[src/logic/pkt_check_defs.svh]
`ifndef PKT_CHECK_DEFS_SVH
`define PKT_CHECK_DEFS_SVH

//////////////////////////////////////////////////////////////////////
// memory port geometry
//////////////////////////////////////////////////////////////////////

// word address and data widths of the packet memory read port
`define PKT_ADDR_W 14
`define PKT_WORD_W 32
// number of addressable words, upper bound for header placement
`define PKT_MEM_DEPTH (1 << `PKT_ADDR_W)

// payload lane and header nibble widths
`define PKT_BYTE_W 8
`define PKT_CNT_W 4

// crc-8, msb first, zero seed
`define PKT_CRC_POLY 8'h07

`endif
[src/logic/pkt_check_pkg.sv]
`include "pkt_check_defs.svh"

package pkt_check_pkg;

  // checker sequencing
  typedef enum logic [1:0] {
    IDLE,
    HEADER_READ,
    CRC_CALC,
    COMPARE_CRC
  } chk_state_e;

  // header ecc verdict
  typedef enum logic [1:0] {
    ECC_OK,
    ECC_CORR,
    ECC_UNCORR
  } ecc_class_e;

  // result reported with done, 11 bits
  typedef struct packed {
    logic                  crc_err;
    logic                  ecc_corr;
    logic                  ecc_uncorr;
    logic [`PKT_CNT_W-1:0] pkt_type;
    logic [`PKT_CNT_W-1:0] byte_cnt;
  } chk_status_t;

endpackage

[src/logic/pkt_format_pkg.sv]
`include "pkt_check_defs.svh"

package pkt_format_pkg;

  // word address into the packet memory
  typedef logic [`PKT_ADDR_W-1:0] mem_addr_t;

  // the eight header bits covered by the ecc code
  // pkt_type is the high nibble, byte_cnt the low one
  typedef struct packed {
    logic [`PKT_CNT_W-1:0] pkt_type;
    logic [`PKT_CNT_W-1:0] byte_cnt;
  } hdr_byte_t;

  // header word as it sits at the header address
  typedef struct packed {
    // upper half of the word carries nothing
    logic [15:0]           unused;
    // start-of-packet marker
    logic [2:0]            sop;
    // overall parity over the eight data bits
    logic                  ecc_msb;
    logic [`PKT_CNT_W-1:0] pkt_type;
    // payload length in words, one byte per word
    logic [`PKT_CNT_W-1:0] byte_cnt;
    logic [3:0]            ecc_code;
  } pkt_hdr_t;

endpackage

[src/logic/pkt_check_top.sv]
`timescale 1ns/1ps
`include "pkt_check_defs.svh"

module pkt_check_top (
  input  logic                       clk,
  input  logic                       reset,
  input  logic                       start_i,
  input  pkt_format_pkg::mem_addr_t  addr_hdr_i,
  input  logic [`PKT_WORD_W-1:0]     mem_rdata_i,
  output pkt_format_pkg::mem_addr_t  mem_addr_o,
  output logic                       busy_o,
  output logic                       done_o,
  output pkt_check_pkg::chk_status_t status_o
);

  import pkt_format_pkg::*;
  import pkt_check_pkg::*;

  pkt_hdr_t               hdr_word;
  hdr_byte_t              ecc_data;
  ecc_class_e             ecc_class;
  mem_addr_t              cnt_addr;
  logic                   cnt_last;
  logic                   cnt_load;
  logic                   cnt_step;
  logic                   crc_clear;
  logic                   crc_step;
  logic                   hdr_sel;
  logic [`PKT_BYTE_W-1:0] crc_val;
  logic [`PKT_BYTE_W-1:0] rdata_byte;

  // read data seen as a header word or as a payload lane
  assign hdr_word   = pkt_hdr_t'(mem_rdata_i);
  assign rdata_byte = mem_rdata_i[`PKT_BYTE_W-1:0];

  // header address only during the header read
  assign mem_addr_o = hdr_sel ? addr_hdr_i : cnt_addr;

  //////////////////////////////////////////////////////////////////////
  // datapath
  //////////////////////////////////////////////////////////////////////

  hdr_ecc_decoder u_ecc (
    .hdr_i   (hdr_word),
    .data_o  (ecc_data),
    .class_o (ecc_class)
  );

  // loads the corrected length straight from the decoder
  byte_addr_counter u_cnt (
    .clk     (clk),
    .reset   (reset),
    .load_i  (cnt_load),
    .step_i  (cnt_step),
    .base_i  (addr_hdr_i),
    .count_i (ecc_data.byte_cnt),
    .addr_o  (cnt_addr),
    .last_o  (cnt_last)
  );

  crc8_accum u_crc (
    .clk     (clk),
    .reset   (reset),
    .clear_i (crc_clear),
    .step_i  (crc_step),
    .byte_i  (rdata_byte),
    .crc_o   (crc_val)
  );

  pkt_check_fsm u_fsm (
    .clk          (clk),
    .reset        (reset),
    .start_i      (start_i),
    .addr_hdr_i   (addr_hdr_i),
    .ecc_data_i   (ecc_data),
    .ecc_class_i  (ecc_class),
    .last_i       (cnt_last),
    .crc_i        (crc_val),
    .rdata_byte_i (rdata_byte),
    .cnt_load_o   (cnt_load),
    .cnt_step_o   (cnt_step),
    .crc_clear_o  (crc_clear),
    .crc_step_o   (crc_step),
    .hdr_sel_o    (hdr_sel),
    .busy_o       (busy_o),
    .done_o       (done_o),
    .status_o     (status_o)
  );

endmodule

[src/logic/pkt_check_fsm.sv]
`timescale 1ns/1ps
`include "pkt_check_defs.svh"

module pkt_check_fsm (
  input  logic                       clk,
  input  logic                       reset,
  input  logic                       start_i,
  input  pkt_format_pkg::mem_addr_t  addr_hdr_i,
  input  pkt_format_pkg::hdr_byte_t  ecc_data_i,
  input  pkt_check_pkg::ecc_class_e  ecc_class_i,
  input  logic                       last_i,
  input  logic [`PKT_BYTE_W-1:0]     crc_i,
  input  logic [`PKT_BYTE_W-1:0]     rdata_byte_i,
  output logic                       cnt_load_o,
  output logic                       cnt_step_o,
  output logic                       crc_clear_o,
  output logic                       crc_step_o,
  output logic                       hdr_sel_o,
  output logic                       busy_o,
  output logic                       done_o,
  output pkt_check_pkg::chk_status_t status_o
);

  import pkt_format_pkg::*;
  import pkt_check_pkg::*;

  chk_state_e             state_q;
  chk_state_e             state_d;
  ecc_class_e             class_q;
  hdr_byte_t              hdr_q;
  logic [`PKT_BYTE_W-1:0] crc_ref_q;
  logic                   done_q;
  chk_status_t            status_q;
  logic                   skip_walk;

  // uncorrectable header, byte count cannot be trusted
  assign skip_walk = (class_q == ECC_UNCORR);

  //////////////////////////////////////////////////////////////////////
  // next state and strobes
  //////////////////////////////////////////////////////////////////////

  always_comb begin
    state_d     = state_q;
    cnt_load_o  = 1'b0;
    cnt_step_o  = 1'b0;
    crc_clear_o = 1'b0;
    crc_step_o  = 1'b0;
    hdr_sel_o   = 1'b0;
    case (state_q)
      IDLE: begin
        if (start_i) begin
          state_d = HEADER_READ;
        end
      end
      HEADER_READ: begin
        // header word on the bus, decoder output is live this cycle
        hdr_sel_o   = 1'b1;
        cnt_load_o  = 1'b1;
        crc_clear_o = 1'b1;
        state_d     = CRC_CALC;
      end
      CRC_CALC: begin
        // bad header spends only the crc-word slot, no payload folded,
        // so done lands where an empty packet would put it
        if (last_i || skip_walk) begin
          state_d = COMPARE_CRC;
        end else begin
          cnt_step_o = 1'b1;
          crc_step_o = 1'b1;
        end
      end
      COMPARE_CRC: begin
        state_d = IDLE;
      end
      default: begin
        state_d = IDLE;
      end
    endcase
  end

  //////////////////////////////////////////////////////////////////////
  // control state and status
  //////////////////////////////////////////////////////////////////////

  always_ff @(posedge clk) begin
    if (reset) begin
      state_q  <= IDLE;
      class_q  <= ECC_OK;
      done_q   <= 1'b0;
      status_q <= '0;
    end else begin
      state_q <= state_d;
      done_q  <= (state_q == COMPARE_CRC);
      if (state_q == HEADER_READ) begin
        class_q <= ecc_class_i;
      end
      // status moves together with done and holds until the next packet
      if (state_q == COMPARE_CRC) begin
        status_q.crc_err    <= !skip_walk && (crc_ref_q != crc_i);
        status_q.ecc_corr   <= (class_q == ECC_CORR);
        status_q.ecc_uncorr <= skip_walk;
        status_q.pkt_type   <= hdr_q.pkt_type;
        status_q.byte_cnt   <= hdr_q.byte_cnt;
      end
    end
  end

  // corrected header and stored crc byte
  always_ff @(posedge clk) begin
    if (state_q == HEADER_READ) begin
      hdr_q <= ecc_data_i;
    end
    if (state_q == CRC_CALC && last_i) begin
      crc_ref_q <= rdata_byte_i;
    end
  end

  assign busy_o   = (state_q != IDLE);
  assign done_o   = done_q;
  assign status_o = status_q;

  // done is a strobe, never two in a row
  a_done_pulse: assert property (
    @(posedge clk) disable iff (reset) done_o |=> !done_o
  ) else $error("done held longer than one cycle");

  a_idle_hold: assert property (
    @(posedge clk) disable iff (reset) (state_q == IDLE && !start_i) |=> state_q == IDLE
  ) else $error("left idle without start");

  // header address feeds the counter load and the header read
  a_hdr_addr_stable: assert property (
    @(posedge clk) disable iff (reset) busy_o |-> $stable(addr_hdr_i)
  ) else $error("header address moved during a packet");

endmodule

[src/logic/byte_addr_counter.sv]
`timescale 1ns/1ps
`include "pkt_check_defs.svh"

module byte_addr_counter (
  input  logic                      clk,
  input  logic                      reset,
  input  logic                      load_i,
  input  logic                      step_i,
  input  pkt_format_pkg::mem_addr_t base_i,
  input  logic [`PKT_CNT_W-1:0]     count_i,
  output pkt_format_pkg::mem_addr_t addr_o,
  output logic                      last_o
);

  import pkt_format_pkg::*;

  localparam int CNT_W = `PKT_CNT_W;

  mem_addr_t        addr_q;
  // payload words still ahead of the crc word
  logic [CNT_W-1:0] left_q;

  always_ff @(posedge clk) begin
    if (reset) begin
      addr_q <= '0;
      left_q <= '0;
    end else if (load_i) begin
      // first payload word follows the header
      addr_q <= base_i + mem_addr_t'(1);
      left_q <= count_i;
    end else if (step_i) begin
      addr_q <= addr_q + mem_addr_t'(1);
      left_q <= left_q - CNT_W'(1);
    end
  end

  assign addr_o = addr_q;
  // zero left means addr_o points at the crc word
  assign last_o = (left_q == '0);

  // stepping past the crc word would wrap the count
  a_no_step_at_last: assert property (
    @(posedge clk) disable iff (reset) step_i |-> !last_o
  ) else $error("counter stepped past the crc word");

endmodule

[src/logic/crc8_accum.sv]
`timescale 1ns/1ps
`include "pkt_check_defs.svh"

module crc8_accum (
  input  logic                   clk,
  input  logic                   reset,
  input  logic                   clear_i,
  input  logic                   step_i,
  input  logic [`PKT_BYTE_W-1:0] byte_i,
  output logic [`PKT_BYTE_W-1:0] crc_o
);

  logic [`PKT_BYTE_W-1:0] crc_q;
  logic [`PKT_BYTE_W-1:0] crc_next;

  // byte enters at the msb end, then eight shift stages
  always_comb begin
    crc_next = crc_q ^ byte_i;
    for (int b = 0; b < 8; b++) begin
      if (crc_next[7]) begin
        crc_next = {crc_next[6:0], 1'b0} ^ `PKT_CRC_POLY;
      end else begin
        crc_next = {crc_next[6:0], 1'b0};
      end
    end
  end

  // clear wins over step
  always_ff @(posedge clk) begin
    if (reset) begin
      crc_q <= '0;
    end else if (clear_i) begin
      crc_q <= '0;
    end else if (step_i) begin
      crc_q <= crc_next;
    end
  end

  assign crc_o = crc_q;

  // sequencer never seeds and folds in the same cycle
  a_clear_step_excl: assert property (
    @(posedge clk) disable iff (reset) !(clear_i && step_i)
  ) else $error("crc clear and step together");

endmodule

[src/logic/hdr_ecc_decoder.sv]
`timescale 1ns/1ps

module hdr_ecc_decoder (
  input  pkt_format_pkg::pkt_hdr_t  hdr_i,
  output pkt_format_pkg::hdr_byte_t data_o,
  output pkt_check_pkg::ecc_class_e class_o
);

  import pkt_format_pkg::*;
  import pkt_check_pkg::*;

  // syndrome column of each data bit, d0 on the right
  localparam logic [7:0][3:0] COLS = {
    4'b1100, 4'b1011, 4'b1010, 4'b1001,
    4'b0111, 4'b0110, 4'b0101, 4'b0011
  };

  logic [7:0] rx_data;
  logic [3:0] calc_code;
  logic       calc_par;
  logic       par_err;
  logic [3:0] syndrome;
  logic [7:0] flip;
  hdr_byte_t  fixed;
  ecc_class_e verdict;

  // received data bits, same order as hdr_byte_t
  assign rx_data = {hdr_i.pkt_type, hdr_i.byte_cnt};

  //////////////////////////////////////////////////////////////////////
  // code recompute
  //////////////////////////////////////////////////////////////////////

  assign calc_code[0] = rx_data[0] ^ rx_data[1] ^ rx_data[3] ^ rx_data[4] ^ rx_data[6];
  assign calc_code[1] = rx_data[0] ^ rx_data[2] ^ rx_data[3] ^ rx_data[5] ^ rx_data[6];
  assign calc_code[2] = rx_data[1] ^ rx_data[2] ^ rx_data[3] ^ rx_data[7];
  assign calc_code[3] = rx_data[4] ^ rx_data[5] ^ rx_data[6] ^ rx_data[7];

  // overall parity, tells odd from even error counts
  assign calc_par = ^rx_data;
  assign par_err  = hdr_i.ecc_msb ^ calc_par;

  assign syndrome = hdr_i.ecc_code ^ calc_code;

  //////////////////////////////////////////////////////////////////////
  // classify and correct
  //////////////////////////////////////////////////////////////////////

  always_comb begin
    // one-hot of the data bit whose column matches, none for code-bit hits
    flip = '0;
    for (int i = 0; i < 8; i++) begin
      if (syndrome == COLS[i]) begin
        flip[i] = 1'b1;
      end
    end

    if (syndrome == '0) begin
      verdict = ECC_OK;
    end else if (par_err) begin
      verdict = ECC_CORR;
    end else begin
      verdict = ECC_UNCORR;
    end

    // flip on parity error only, an msb-only hit leaves a zero syndrome
    if (par_err) begin
      fixed = hdr_byte_t'(rx_data ^ flip);
    end else begin
      fixed = hdr_byte_t'(rx_data);
    end

    // a clean syndrome must never reach the column table
    if (verdict == ECC_OK) begin
      assert (fixed == hdr_byte_t'(rx_data))
        else $error("ecc decoder altered data on a clean header");
    end
  end

  assign data_o  = fixed;
  assign class_o = verdict;

endmodule

[config.mk]
export PLATFORM = sky130hd
export DESIGN_NAME = pkt_check_top
export DESIGN_NICKNAME = d
export VERILOG_FILES = /design/src/logic/pkt_check_pkg.sv /design/src/logic/pkt_format_pkg.sv /design/src/logic/pkt_check_top.sv /design/src/logic/pkt_check_fsm.sv /design/src/logic/byte_addr_counter.sv /design/src/logic/crc8_accum.sv /design/src/logic/hdr_ecc_decoder.sv
export VERILOG_INCLUDE_DIRS = /design/src /design/src/logic
export SDC_FILE = /design/constraint.sdc
export NUM_CORES = 1
export LEC_CHECK = 0
export BUFFER_PORTS_ARGS = -buffer_cell sky130_fd_sc_hd__buf_2
export CORE_MARGIN = 2
export CORE_UTILIZATION = 40
export CTS_CLUSTER_DIAMETER = 40
export DETAILED_ROUTE_END_ITERATION = 10
export PLACE_DENSITY = 0.62
export RECOVER_POWER = 50
export SYNTH_ARGS = -nofsm -noshare
export SYNTH_HDL_FRONTEND = slang
export SYNTH_SLANG_ARGS = --single-unit
[constraint.sdc]
create_clock -name clk -period 3.3 [get_ports clk]
set_input_delay 0 -clock clk [delete_from_list [all_inputs] [get_ports clk]]
set_output_delay 0 -clock clk [all_outputs]
set_load 0.005 [all_outputs]
==> results of run 1 <==
logic make-up (layout without fill, tap and decap cells):
kind of cell / count (synthesis) / in the layout / share of synthesized area, %
simple gates: 119 / 119 / 16.4
xor+xnor: 63 / 63 / 19.9
compound gates: 58 / 58 / 10.9
flops: 58 / 58 / 38.2
buf+inv: 32 / 98 / 4.12
mux: 26 / 26 / 7.99
fa+ha+maj: 7 / 7 / 2.53
routing by layer:
layer	vias up	GRT usage [%]	routed length, um
met3	5	3.76	297
li1	1375	-	-
met2	52	25.1	3380
met4	0	4.23	68
met5	-	0	0
met1	1202	21.1	3470
area by class of cell:
cell class	instances	area share, %
clock buffer	10	3.17
timing repair buffer	68	9.11
tap	105	3.26
clock inverter	5	0.560
sequential	58	32.8
inverter	15	1.40
multi-input combinational	273	49.7
what timing repair did:
| item | in CTS | in global routing |
|---|---|---|
| hold endpoints to repair | 6 | 0 |
| gates resized for setup | 0 | 0 |
| endpoints found under the setup margin | 0 | 0 |
| hold buffers | 6 | 0 |
stage by stage:
stage / worst slack, ns / total power (W)
after floorplan: 0.532 / 0.00187
after global placement: 0.711 / 0.00215
after detailed placement: 0.678 / 0.00218
after CTS: 0.642 / 0.00272
after global routing: 0.366 / 0.00288
final: 0.621 / 0.00268
final timing paths:
| kind | slack, ns | to | startpoint |
|---|---|---|---|
| worst min-delay path | 0.03 | u_fsm.hdr_q[4] | mem_rdata_i[8] |
| worst min register to register | 0.45 | u_cnt.addr_o[13] | u_cnt.addr_o[13] |
| worst max register to register | 0.62 | u_cnt.addr_o[10] | u_fsm.state_q[1] |
| worst max-delay path | 0.62 | u_cnt.addr_o[10] | u_fsm.state_q[1] |
report_power, final:
part           leakage [nW]  internal, W  total (W)  switching [W]
Combinational          1.02     0.000525    0.00116       0.000636
Sequential            0.489     0.000905    0.00100      0.0000945
Clock                0.0808     0.000259   0.000522       0.000263
Total                  1.59      0.00169    0.00268       0.000994
critical path: stages (launching register included):
cell,delay [ns]
dfxtp_1,0.34
inv_1,0.11
ha_1,0.49
mux2i_1,0.25
inv_1,0.13
ha_1,0.19
a21boi_1,0.49
nand4_1,0.19
xnor2_1,0.19
nand2_1,0.07
a21oi_1,0.16
state kept, by name (all words and copies together) (netlist names):
name and flops:
u_fsm.status_o 11, u_fsm.hdr_q 8, u_fsm.state_q 2, u_fsm.crc_ref_q 8
u_fsm.class_q 2, u_fsm.done_o 1, u_crc.crc_o 8, u_cnt.left_q 4
u_cnt.addr_o 14
placed cells by master (no fill, tap or decap), types with 14 or more instances in the layout:
cell,instances
edfxtp_1,16
mux2i_1,16
dfxtp_1,42
inv_1,15
xnor2_1,42
clkbuf_1,14
nand2_1,29
nor2_1,39
buf_2,44
a21oi_1,28
==> flow_summary.ini, run 1 <==
[global_routing]
grt_max_degree = 37
grt_overflow = 0
grt_use_total_pct = 15.6
grt_pass1_vias = 2461
antenna_found_initial = 0
grt_first_pass_wirelength_um = 11900

[finish]
area_growth_pct = 16.2
drive_gt1_share_pct = 18.2
nFillCells = 809
fin_cells = 534
multiInputGateArea_sq_um = 2000
fin_area_sq_um = 4020
fin_util_pct = 48.5
diodes = 0
register_area_sq_um = 1320
nets = 481

[cts]
clock_path_buffers = 2
tritoncts = done
clk_latency_ns = 0.33
clock-sinks = 58
htree_levels = 3
cts-root-buf = clkbuf_8
clkTransAtPathRegs_ns = 0.06
cts_setup_buffers = 0
cts_buffers = 9

[yosys]
async_flop_share_pct = 0
synth_cell_types = 51
synth_nets = 419
synthTopCellsByArea = dfxtp_1 (24%), edfxtp_1 (14%), xnor2_1 (11%), mux2i_1 (4.6%), nor2_1 (4.2%)
synth-edff-count = 16
synth-seq-cells = 58
yosys_warnings = 0
ys_top_cells_by_count = dfxtp_1 (42), xnor2_1 (42), nor2_1 (39)
seq_area_frac_synth_pct = 38.2
synth_area_leader_cell = dfxtp_1
syn_area_per_cell_sq_um = 9.54
netlist_instances = 363
synth_area_sq_um = 3460
synthFlopType = dfxtp_1
synth_top_area_share_pct = 24.3

[critical_path]
required_ns = 3.55
end_kind = flop
critical_path_class = reg2reg
reg2regPathDepth = 10
crit_path_start_kind = flop
path_max_fanout = 13
arrival_ns = 2.93

[detailed_routing]
drt_wl_total_um = 7220
drtIter0Drc = 94
route.detailed.drc = 0
drtPass1Iterations = 4
post_drt_wl_per_cell_um = 13.5
antenna_left = 0
dr_total_vias = 2634
drt-vias-per-instance = 4.93

[worst_hold_path]
hp-class = in2reg
hold_depth = 2

[sta]
final_hold_viol_count = 0
setup_tns_ns = 0
setup_viol = 0
max_freq_ghz = 0.373
tightest_slew_ns = 0.721
layout_min_cycle_time_ns = 2.68
grt_setup_unrepaired = no
slew_headroom_pct = 51.9
min_period_over_period_pct = 81.2
slew_viol_final = 0
fin_skew_ns = 0.00749
fin_worst_hold_slack_ns = 0.0318

[outcome]
outcome = finished clean

[place]
dpl_cell_area_sq_um = 3830
dp.cells = 513
routabilityCongestion = 0.824
hpwl_um = 5290
port_buffers = 56

[die]
initial_core_util_pct = 41.7
ios = 76
die_width_um = 97.0
dieArea_sq_um = 9420
die_h_um = 97.0
rows = 33
core_sq_um = 8300

[power]
max-vdd-ir-drop_mv = 0.283
power.leakage_nw = 1.59
cellPowerDensity_nw_per_um2 = 667

[job]
max-cap-violations = 0
No activity file was read; power rests on OpenSTA's default activity.
==> run 2: changes to the inputs <==
--- a/config.mk
+++ b/config.mk
@@ -11,7 +11,7 @@
 export CORE_UTILIZATION = 40
 export CTS_CLUSTER_DIAMETER = 40
 export DETAILED_ROUTE_END_ITERATION = 10
-export PLACE_DENSITY = 0.62
+export PLACE_DENSITY = 0.64
 export RECOVER_POWER = 50
 export SYNTH_ARGS = -nofsm -noshare
 export SYNTH_HDL_FRONTEND = slang
==> constraint.sdc (replaced) <==
create_clock -name clk -period 2.2 [get_ports clk]
set_input_delay 0 -clock clk [delete_from_list [all_inputs] [get_ports clk]]
set_output_delay 0 -clock clk [all_outputs]
set_load 0.005 [all_outputs]
==> run 2 against run 1 <==
Sequential share of layout area fell by 1.3 points; sequential power increased by 51%; combinational power rose by 65%; worst setup slack worse by 0.52 ns; critical endpoint is now u_cnt.addr_o[13]; register-to-register slack worse by 0.52 ns; critical path depth down 1; total power is 57% higher; via count up 4.3%; clock-buffer cell count grew 2; non-clock buffer count is 13 higher; largest cell class unchanged; wire length increased by 2.9%; first-iteration DRC count fell by 23%.
==> flow_summary.ini, run 2 (synthesized netlist as in run 1, its figures left out) <==
[cts]
clock-sinks = 58
htree_levels = 3
clock_path_buffers = 2
clk_latency_ns = 0.33
tritoncts = done
cts-root-buf = clkbuf_8
clkTransAtPathRegs_ns = 0.06
cts_buffers = 9

[die]
die_width_um = 97.0
die_h_um = 97.0
core_sq_um = 8300
dieArea_sq_um = 9420
rows = 33
initial_core_util_pct = 41.7
ios = 76

[detailed_routing]
route.detailed.drc = 0
dr_total_vias = 2746
drtPass1Iterations = 5
antenna_left = 0
post_drt_wl_per_cell_um = 13.6
drt_wl_total_um = 7430
drtIter0Drc = 72
drt-vias-per-instance = 5.01

[power]
cellPowerDensity_nw_per_um2 = 1000
power.leakage_nw = 1.65
max-vdd-ir-drop_mv = 0.490

[critical_path]
cpMaxStageDelayCell = or3b_2
required_ns = 2.42
arrival_ns = 2.32
crit_path_start_kind = flop
critPathMaxStageDelay_ns = 0.49
critical_path_class = reg2reg
cpMostUsedCell = nand3_1
path_max_fanout = 12
crit_chain = inv_2 -> ha_4 -> nand3b_1 -> a211oi_2 -> buf_4 -> nand3_1 -> or3b_2 -> nand3_1 -> a21oi_1
end_kind = flop

[place]
routabilityCongestion = 0.826
hpwl_um = 5460
dp.cells = 520
port_buffers = 56
place_ws_ns = 0.0656

[sta]
final_hold_viol_count = 0
grt_setup_unrepaired = no
max_freq_ghz = 0.477
min_period_over_period_pct = 95.3
setup_viol = 0
slew_viol_final = 0
fin_skew_ns = 0.00584
layout_min_cycle_time_ns = 2.10
tightest_slew_ns = 0.865
setup_tns_ns = 0
slew_headroom_pct = 42.4
setup_slack_ns = 0.103

[global_routing]
grt_overflow = 0
grt_max_degree = 21
grt_pass1_vias = 2532
grt_use_total_pct = 15.9
grt_first_pass_wirelength_um = 12100
antenna_found_initial = 0

[finish]
diodes = 0
nets = 494
final_common_cell = buf_2
area_growth_pct = 21.1
fin_cells = 548
drive_gt1_share_pct = 22.8
largest_reg_flops = 14
mostFrequentLayoutCells = buf_2 (45), xnor2_1 (42), dfxtp_1 (41)
nFillCells = 796

[worst_hold_path]
hp-class = in2reg

[job]
max-cap-violations = 0

[outcome]
outcome = finished clean
## run 2: cell types whose count changed in the layout (fill, tap and decap cells not counted), sizes merged
cell | before | now
buf | 49 | 61
clkbuf | 23 | 26
clkinv | 5 | 4
## run 2: power by group
group | switching [W] | internal [W]
clock | 0.000391 | 0.000399
combinational | 0.000997 | 0.000913
sequential | 0.000148 | 0.00136
## run 2: repair_timing
item | 4_1_cts | 5_1_grt
gates resized for setup | 0 | 4
hold buffers | 6 | 0
hold endpoints to repair | 6 | 0
endpoints found under the setup margin | 0 | 12
buffers inserted | 0 | 6
## run 2: final timing paths
| kind | from | end | slack [ns] | cells after the start |
|---|---|---|---|---|
| hold / removal | mem_rdata_i[8] | u_fsm.hdr_q[4] | 0.03 | 2 |
| hold reg to reg | u_cnt.addr_o[12] | u_cnt.addr_o[12] | 0.45 | 2 |
| setup reg to reg | u_fsm.state_q[1] | u_cnt.addr_o[13] | 0.10 | 9 |
| setup / recovery | u_fsm.state_q[1] | u_cnt.addr_o[13] | 0.10 | 9 |
## run 2: per-stage QoR
stage / total power [W] / instance area [sq um] / utilization [%] / hold WS [ns]
finish: 0.00421 / 4190 / 50.5 / 0.0294
detailed placement: 0.00338 / 3940 / 47.5 / 0.251
global placement: 0.00333 / 3940 / 47.5 / 0.249
CTS: 0.00420 / 4160 / 50.1 / 0.0176
floorplan: 0.00289 / 3530 / - / 0.0989
global route: 0.00452 / 4190 / 50.5 / 0.0335
## run 2: layout make-up
type | instances | area (sq um) | area share [%]
Multi-Input combinational cell | 273 | 2050 | 49.0
Sequential cell | 58 | 1320 | 31.5
Timing Repair Buffer | 81 | 474 | 11.3
Clock buffer | 12 | 135 | 3.22
Tap cell | 105 | 131 | 3.13
Inverter | 15 | 56.3 | 1.34
Clock inverter | 4 | 18.8 | 0.448
## run 2: layer usage
layer  vias to the layer above  part of all wire, %  track usage (%)
met2                        70                   49             26.3
met5                         -                    0                0
li1                       1397                    -                -
met1                      1271                   45             19.9
met3                         8                  4.6             4.91
met4                         0                  1.4             4.55
## run 2: worst max-delay path, delay by kind of cell, from the launching register on
family | cells | cell delay (ns)
AND/OR/NAND/NOR | 4 | 0.90
flip-flops | 1 | 0.36
AO/OA/AOI/OAI | 2 | 0.30
buffers and inverters | 2 | 0.22
adder cells (fa/ha/maj) | 1 | 0.21
